### config.mk
export PLATFORM = sky130hd
export DESIGN_NAME = neuronTop
export DESIGN_NICKNAME = d
export VERILOG_FILES = /design/src/rtl/neuronFormatPkg.sv /design/src/rtl/wbMapPkg.sv /design/src/rtl/wbFeatureSlave.sv /design/src/rtl/itemFifo.sv /design/src/rtl/reluNeuron.sv /design/src/rtl/neuronTop.sv
export SDC_FILE = /design/constraint.sdc
export NUM_CORES = 1
export LEC_CHECK = 0
export BUFFER_PORTS_ARGS = -buffer_cell sky130_fd_sc_hd__buf_4
export CORE_MARGIN = 8
export CORE_UTILIZATION = 63
export DETAILED_ROUTE_END_ITERATION = 16
export MAX_ROUTING_LAYER = met4
export PLACE_DENSITY = 0.8
export SETUP_SLACK_MARGIN = 0.02
export SYNTH_ARGS = -nofsm -noshare
export SYNTH_HDL_FRONTEND = slang
export SYNTH_SLANG_ARGS = --single-unit
### constraint.sdc
create_clock -name clk -period 10.85 [get_ports clk]
set_clock_uncertainty 0.2 [all_clocks]
set_input_delay 0.5425 -clock clk [delete_from_list [all_inputs] [get_ports clk]]
set_output_delay 0.5425 -clock clk [all_outputs]
set_load 0.005 [all_outputs]
### src/rtl/neuronFormatPkg.sv
`default_nettype none

package neuronFormatPkg;

	localparam int FracBits = 8; // Q8.8
	localparam int DataWidth = 16;
	localparam int ItemWidth = 33; // bus word plus the isParam tag
	localparam int IsParamBit = 32;

	typedef logic signed [DataWidth-1:0] fixedT;

	typedef struct packed
	{
		logic [15:0] reserved;
		fixedT activation;
	} featureViewT;

	typedef struct packed
	{
		logic [10:0] reserved;
		logic [4:0] index; // weight number, or NumInputs for the bias
		fixedT value;
	} paramViewT;

	// the same write word reads as a feature or as a parameter, depending on its address
	typedef union packed
	{
		featureViewT featureView;
		paramViewT paramView;
	} wbWordU;

endpackage

`default_nettype wire

### src/rtl/wbMapPkg.sv
`default_nettype none

package wbMapPkg;

	// word addresses sit in adr[3:2] of the byte address
	localparam logic [1:0] AdrFeature = 2'd0; // write only
	localparam logic [1:0] AdrParam = 2'd1; // write only
	localparam logic [1:0] AdrResult = 2'd2; // read only

	// result read word
	localparam int StatusValidBit = 16;
	localparam int StatusCountLsb = 24;
	localparam int StatusCountWidth = 8;

endpackage

`default_nettype wire

### src/rtl/wbFeatureSlave.sv
`default_nettype none

module wbFeatureSlave
	import wbMapPkg::*;
	import neuronFormatPkg::*;
(
	input wire logic clk,
	input wire logic reset,
	input wire logic cyc,
	input wire logic stb,
	input wire logic we,
	input wire logic [3:0] adr,
	input wire logic [31:0] datIn,
	output logic [31:0] datOut,
	output logic ack,
	output logic push,
	output logic [ItemWidth-1:0] pushData,
	input wire logic full,
	input wire fixedT result,
	input wire logic resultValid,
	input wire logic [StatusCountWidth-1:0] resultCount,
	output logic resultTaken
);

	logic [1:0] wordAdr;
	logic request;
	logic isDataWrite;
	logic isResultRead;
	logic [31:0] statusWord;

	assign wordAdr = adr[3:2]; // all accesses are whole words
	assign request = cyc && stb && !ack; // the master drops stb after the ack cycle
	assign isDataWrite = we && (wordAdr == AdrFeature || wordAdr == AdrParam);
	assign isResultRead = !we && (wordAdr == AdrResult);

	// a write item is held on the bus until the FIFO has room
	assign push = request && isDataWrite && !full;

	always_comb
	begin
		pushData = ItemWidth'(datIn);
		pushData[IsParamBit] = (wordAdr == AdrParam);
	end

	always_comb
	begin
		statusWord = '0;
		statusWord[DataWidth-1:0] = result;
		statusWord[StatusValidBit] = resultValid;
		statusWord[StatusCountLsb +: StatusCountWidth] = resultCount;
	end

	always_ff @(posedge clk)
	begin
		if (reset)
		begin
			ack <= 1'b0;
			resultTaken <= 1'b0;
		end
		else
		begin
			// reads and dropped writes finish at once, data writes wait for the push
			ack <= request && (!isDataWrite || push);
			resultTaken <= request && isResultRead && resultValid; // only a read that saw valid consumes
		end
	end

	always_ff @(posedge clk)
	begin
		if (request && !we)
			datOut <= isResultRead ? statusWord : '0;
	end

endmodule

`default_nettype wire

### src/rtl/itemFifo.sv
`default_nettype none

module itemFifo
	import neuronFormatPkg::*;
#(
	parameter int FifoDepth = 8
)
(
	input wire logic clk,
	input wire logic reset,
	input wire logic push,
	input wire logic [ItemWidth-1:0] pushData,
	output logic full,
	input wire logic pop,
	output logic [ItemWidth-1:0] popData,
	output logic empty
);

	localparam int PtrWidth = (FifoDepth > 1) ? $clog2(FifoDepth) : 1;
	localparam int CountWidth = $clog2(FifoDepth + 1);

	logic [ItemWidth-1:0] mem [FifoDepth];
	logic [PtrWidth-1:0] wrPtr;
	logic [PtrWidth-1:0] rdPtr;
	logic [CountWidth-1:0] count;
	logic doPush;
	logic doPop;

	// wraps at any depth, not only powers of two
	function automatic logic [PtrWidth-1:0] nextPtr(input logic [PtrWidth-1:0] ptr);
		return (ptr == PtrWidth'(FifoDepth - 1)) ? '0 : ptr + 1'b1;
	endfunction

	assign full = (count == CountWidth'(FifoDepth));
	assign empty = (count == '0);
	assign doPush = push && !full;
	assign doPop = pop && !empty;
	assign popData = mem[rdPtr]; // head item

	always_ff @(posedge clk)
	begin
		if (reset)
		begin
			wrPtr <= '0;
			rdPtr <= '0;
			count <= '0;
		end
		else
		begin
			if (doPush)
				wrPtr <= nextPtr(wrPtr);
			if (doPop)
				rdPtr <= nextPtr(rdPtr);
			if (doPush && !doPop)
				count <= count + 1'b1;
			else if (doPop && !doPush)
				count <= count - 1'b1;
		end
	end

	always_ff @(posedge clk)
	begin
		if (doPush)
			mem[wrPtr] <= pushData;
	end

endmodule

`default_nettype wire

### src/rtl/reluNeuron.sv
`default_nettype none

module reluNeuron
	import neuronFormatPkg::*;
#(
	parameter int NumInputs = 15
)
(
	input wire logic clk,
	input wire logic reset,
	input wire logic empty,
	input wire logic [ItemWidth-1:0] popData,
	output logic pop,
	output fixedT result,
	output logic resultValid,
	output logic [7:0] resultCount,
	input wire logic resultTaken
);

	localparam int CountWidth = (NumInputs > 1) ? $clog2(NumInputs) : 1;

	wbWordU head;
	logic headIsParam;
	logic startsVector;
	logic lastInput;
	logic featurePop;
	logic [CountWidth-1:0] inCount;
	fixedT weights [NumInputs];
	fixedT bias;
	fixedT acc;
	fixedT finalSum;
	logic sumDone; // final sum is registered, the result follows on the next edge
	logic signed [2*DataWidth-1:0] product;
	fixedT scaled;
	fixedT biased;

	assign head = popData[31:0];
	assign headIsParam = popData[IsParamBit];
	assign startsVector = !headIsParam && (inCount == '0);
	assign lastInput = (inCount == CountWidth'(NumInputs - 1));

	// a new vector waits until the held result has been read
	assign pop = !empty && !(startsVector && (resultValid || sumDone));
	assign featurePop = pop && !headIsParam;

	assign product = head.featureView.activation * weights[inCount];
	assign scaled = product[FracBits +: DataWidth]; // bits 23 to 8
	assign biased = finalSum + bias; // wraps at 16 bits like the accumulator

	always_ff @(posedge clk)
	begin
		if (reset)
		begin
			for (int i = 0; i < NumInputs; i++)
				weights[i] <= '0;
			bias <= '0;
		end
		else if (pop && headIsParam)
		begin
			if (head.paramView.index < 5'(NumInputs))
				weights[head.paramView.index[CountWidth-1:0]] <= head.paramView.value;
			else if (head.paramView.index == 5'(NumInputs))
				bias <= head.paramView.value; // higher indices fall through unused
		end
	end

	always_ff @(posedge clk)
	begin
		if (reset)
		begin
			acc <= '0;
			inCount <= '0;
			sumDone <= 1'b0;
		end
		else
		begin
			sumDone <= featurePop && lastInput;
			if (featurePop)
			begin
				acc <= lastInput ? '0 : acc + scaled;
				inCount <= lastInput ? '0 : inCount + 1'b1;
			end
		end
	end

	always_ff @(posedge clk)
	begin
		if (featurePop && lastInput)
			finalSum <= acc + scaled;
	end

	always_ff @(posedge clk)
	begin
		if (reset)
		begin
			result <= '0;
			resultValid <= 1'b0;
			resultCount <= '0;
		end
		else if (sumDone)
		begin
			result <= biased[DataWidth-1] ? '0 : biased; // ReLU
			resultValid <= 1'b1;
			resultCount <= resultCount + 8'd1;
		end
		else if (resultTaken)
			resultValid <= 1'b0;
	end

endmodule

`default_nettype wire

### src/rtl/neuronTop.sv
`default_nettype none

module neuronTop
	import neuronFormatPkg::*;
#(
	parameter int NumInputs = 15,
	parameter int FifoDepth = 8
)
(
	input wire logic clk,
	input wire logic reset,
	input wire logic cyc,
	input wire logic stb,
	input wire logic we,
	input wire logic [3:0] adr,
	input wire logic [31:0] datIn,
	output logic [31:0] datOut,
	output logic ack
);

	logic push;
	logic [ItemWidth-1:0] pushData;
	logic full;
	logic pop;
	logic [ItemWidth-1:0] popData;
	logic empty;
	fixedT result;
	logic resultValid;
	logic [7:0] resultCount;
	logic resultTaken;

	wbFeatureSlave i_slave
	(
		.clk(clk),
		.reset(reset),
		.cyc(cyc),
		.stb(stb),
		.we(we),
		.adr(adr),
		.datIn(datIn),
		.datOut(datOut),
		.ack(ack),
		.push(push),
		.pushData(pushData),
		.full(full),
		.result(result),
		.resultValid(resultValid),
		.resultCount(resultCount),
		.resultTaken(resultTaken)
	);

	// weights and features stay in bus order
	itemFifo #(.FifoDepth(FifoDepth)) i_fifo
	(
		.clk(clk),
		.reset(reset),
		.push(push),
		.pushData(pushData),
		.full(full),
		.pop(pop),
		.popData(popData),
		.empty(empty)
	);

	reluNeuron #(.NumInputs(NumInputs)) i_neuron
	(
		.clk(clk),
		.reset(reset),
		.empty(empty),
		.popData(popData),
		.pop(pop),
		.result(result),
		.resultValid(resultValid),
		.resultCount(resultCount),
		.resultTaken(resultTaken)
	);

endmodule

`default_nettype wire

After elaboration in Yosys (flattened, before gate mapping)
Memories as Yosys holds them, arrays and structs flattened. A register that Yosys moved wholly into a read port is not among the register bits.
Index checks and enable logic that the tools add are counted.
Word-level totals
  register bits: 122
  bits in writable memories: 504
  logic and storage cells: 99
  memories: 2
Operators by class
  reductions and logical operators: 39
  multipliers: 1
  bitwise gates (word level): 1
  $add $sub $neg: 9
  equal/unequal tests: 7
  mux-type cells: 24
  magnitude comparators: 1
Memory list
  i_fifo.mem: words 8, bits a word 33, read ports 1, clocked after Yosys merged registers in 1, wr ports 1, RTL line itemFifo.sv:22  | logic [ItemWidth-1:0] mem [FifoDepth];
  i_neuron.weights: words 15, bits a word 16, read ports 1, clocked after Yosys merged registers in 1, wr ports 15, RTL line reluNeuron.sv:28  | fixedT weights [NumInputs];
Operators by type and width (count)
  16-bit adder: 3
  16-bit 2-to-1 mux: 2
  16-bit by 16-bit multiplier with 24-bit output: 1
  4-bit 2-to-1 mux: 6
  1-bit logical AND: 20
  16-bit OR reduction: 1
  15-bit 2-to-1 mux: 1
  3-bit 2-to-1 mux: 4
  1-bit 2-to-1 mux: 11
  1-bit logical NOT: 9
  4-bit by 1-bit adder with 4-bit output (second input constant): 2
  8-bit by 1-bit adder with 8-bit output (second input constant): 1
  4-bit == test (second input constant): 2
  4-bit logical NOT: 2
  3-bit by 1-bit adder with 3-bit output (second input constant): 2
  3-bit == test (second input constant): 2
  5-bit by 4-bit == test with 1-bit output (second input constant): 1
  5-bit by 4-bit < comparator with 1-bit output (second input constant): 1
  2-bit nonzero test: 2
  4-bit by 1-bit subtractor with 4-bit output (second input constant): 1
  1-bit logical OR: 3
  3-bit AND reduction: 1
  2-bit by 1-bit == test with 1-bit output (second input constant): 1
  2-bit == test (second input constant): 1
  other kinds (2): 2

Logic depth before layout (Yosys ltp)
  depth in word-level cells: 11
  depth in mapped cells: 40
  depth with buffers taken out: 36

By module
From an unflattened synthesis, not the netlist that was laid out.
Unflattened totals
  cell total of the unflattened synthesis: 2554
  area total of the unflattened synthesis: 35012.3 um^2
By module, submodules not included
  reluNeuron: sequential area each 9469.1 um^2, cells each 1995, times used 1, area an instance 23078.4 um^2
  itemFifo: sequential area each 8187.9 um^2, cells each 457, times used 1, area an instance 10577.6 um^2
  wbFeatureSlave: sequential area each 790.8 um^2, cells each 102, times used 1, area an instance 1356.3 um^2

Least setup slack after synthesis
Ideal clock, no wire load.
  kind: reg-to-reg
  start: register (tool-made name)
  end: register i_neuron.acc[14]
  required time: 10.522 ns
  data arrival time: 8.964 ns
  setup time: 0.128 ns
  slack: 1.559 ns
  stages on the path, launching flop included: 36
  path buffers: 4
  path through: dfxtp_1 -> buf_6 -> buf_2 -> buf_1 -> mux4_2 -> mux2_2 -> o21ai_1 -> clkbuf_1 -> nor2_1 -> fa_1 -> inv_1 -> fa_1 -> fa_1 -> fa_1 -> inv_1 -> fa_1 -> inv_1 -> fa_1 -> inv_1 -> ha_1 -> a21oi_1 -> nor2b_1 -> o21ai_0 -> o21a_1 -> a41o_1 -> a21oi_1 -> xnor2_1 -> ha_1 -> and3_1 -> a21oi_1 -> o21ai_0 -> o41ai_1 -> o21ai_0 -> xor2_1 -> a22oi_1 -> nor2_1
RTL lines
  to (signal assigned): RTL line reluNeuron.sv:80  | acc <= lastInput ? '0 : acc + scaled;
  to (decl): RTL line reluNeuron.sv:30  | fixedT acc;

==> run_results.csv <==
group,metric,value,unit
cells_and_area,diodes,0,
synthesis,avgSynthCellArea,12.72,um2
cells_and_area,fin_cells,3124,
floorplanning,chipHeight,236.1,um
synthesis,synth_common_cells,"edfxtp_1, nor2_1, inv_1",
setup_path,slowest_stage,"dfxtp_2",
cells_and_area,area_delta_synth_final,10.08,%
hold_path,hp-class,"primary input to register",
floorplanning,io_pins,74,
timing,rsz0062_at_grt,"false",
run_status,outcome,"finished clean",
synthesis,seq_area_frac_synth,51.71,%
drt,drcViolationCount,0,
synthesis,synthDistinctLibCells,64,
clocking,cts_root_buffer,"clkbuf_16",
place,dpl.hpwl,46730,um
global_route,grt_pass1_wl,111900,um
cells_and_area,regArea,15780,um2
timing,fin_crit,9.862,ns
cells_and_area,drive_above_1_share,13.99,%
floorplanning,dieArea,55720,um2
global_route,overflow,0,
synthesis,yosysTopAreaCellShare,46.46,%
drt,drt.antenna.violating_nets,0,
timing,tightest_slew,1.235,ns
job,drv_cap,0,
synthesis,synth-async-reset-ratio,0,%
floorplanning,fp.dieW,236.1,um
global_route,first_global_vias,20300,
cells_and_area,final_net_count,2808,
drt,first_iter_violations,1906,
hold_path,hold_path_depth,3,
clocking,clock_latency,0.61,ns
setup_path,critPathTopFamily,"adder cells",
cells_and_area,multiInputGateArea,13270,um2
place,gp_congestion,0.8922,
synthesis,yosysMostFrequentCell,"edfxtp_1",
floorplanning,start_util,63.90,%
clocking,clock_path_buffers,3,
global_route,grt_max_degree,54,
cells_and_area,final_util,70.34,%
setup_path,crit_type,"register to register",
drt,drt_pass1_iterations,6,
synthesis,synth-main-ff-cell,"edfxtp_1",
clocking,cts.sinks,552,
drt,avgRoutedWirePerCell,22.87,um
setup_path,cp_num_cells,30,
drt,vias_per_cell,6.102,
setup_path,cp-start-kind,"register",
timing,setup_tns,0,ns
synthesis,synth_area_leaders,"edfxtp_1, fa_1, mux4_2",
drt,vias,19060,
timing,setup_viol_count_final,0,
synthesis,synth_area,30510,um2
clocking,ctsResizeCount,0,
setup_path,cpMostUsedCell,"fa_1",
floorplanning,core,47750,um2
synthesis,yosys.area.top_type,"edfxtp_1",
place,port-buffer-count,52,
clocking,cts_max_level,2,
setup_path,slowest_delay,0.88,ns
floorplanning,num_rows,80,
global_route,grt_antenna_before_repair,0,
synthesis,yosys_warnings,0,
timing,fmax,0.1014,GHz
synthesis,ys_ff_latch,552,
timing,min_period_over_period,90.90,%
timing,slew_violations,0,
synthesis,synthCells,2399,
setup_path,r2r_cells,30,
clocking,cts_tree,"yes",
timing,hold_viol,0,
cells_and_area,fillers,3026,
setup_path,path_max_fanout,24,
timing,relSlewSlack,17.57,%
setup_path,cp.arrival,10.20,ns
setup_path,crit_buf_inv,4,
setup_path,worstSetupEndpointType,"register",
global_route,grtUsageTotal,26.56,%
synthesis,synth_enable_flop_cells,472,
place,dp.cells,3007,
drt,wl,71440,um
setup_path,cp.required,11.19,ns
clocking,clk_pin_slew,0.06,ns
clocking,cts_buffers,54,
-- final timing paths --
kind         slack (ns)          startpoint             endpoint
min reg2reg        0.27  i_neuron.result[8]   i_neuron.result[8]
min                0.12                 stb  i_slave.resultTaken
max reg2reg        0.99            register     i_neuron.acc[15]
max                0.99            register     i_neuron.acc[15]
-- flip-flops by register name, summed over array words and instances, names as in the netlist, 4 cells and up, named ones only --
name and count:
i_neuron.resultCount 8, i_neuron.result 15, i_neuron.weights 256, i_fifo.count 4, i_neuron.finalSum 16, i_neuron.inCount 4, i_fifo.mem 176, i_neuron.bias 16
i_slave.datOut 24, i_neuron.acc 16
-- kinds of logic after synthesis --
kind of cell | share of synthesized area (%)
compound gates | 3.580
xor+xnor | 2.112
fa+ha+maj | 16.87
buf+inv | 5.393
flops | 51.71
mux | 9.711
other cells | 0.01229
simple gates | 10.61
-- layer usage --
layer	wire length [um]	GRT usage (%)
met2	36060	44.42
met1	25290	31.24
met5	0	-
met4	3178	10.78
met3	6912	5.830
-- metrics by stage --
step	hold WS [ns]	setup slack, ns	instance area [um2]
after floorplan	0.2407	1.559	30600
after global placement	0.2581	1.312	31670
after detailed placement	0.2561	1.080	31670
after CTS	0.08702	1.005	33590
after global routing	0.1121	0.3767	33590
final	0.1235	0.9876	33590
-- final cells by class --
type,count,share of cell area [%]
flip-flops and latches,552,47.00
multi-input cells,1456,39.50
clock buffers,65,4.269
inverters,281,3.140
repair buffers,124,3.003
well taps,615,2.291
clock inverters,31,0.7972
-- timing repair --
action,CTS,global route
buffers inserted,0,0
hold buffers,21,0
endpoints found under the setup margin,0,0
hold endpoints to repair,168,0
-- worst min-delay path, delay by kind of cell --
kind,cells,cell delay (ns)
and+or+nand+nor,2,0.23
buffers and inverters,1,0.11
-- cell usage in the layout (no fill, tap or decap), drive strengths merged, types with 29 or more instances in the layout --
| cell | instances |
|---|---|
| edfxtp | 472 |
| ha | 109 |
| dfxtp | 80 |
| nor2 | 434 |
| inv | 283 |
| and2 | 49 |
| nand2 | 141 |
| a21oi | 66 |
| nand2b | 47 |
| fa | 189 |
| mux2i | 29 |
| xnor2 | 47 |
| buf | 103 |
| clkbuf | 65 |
| mux4 | 115 |
Power is not shown: default switching activity piles up to over one toggle a cycle in this logic, so the estimate is an artifact.
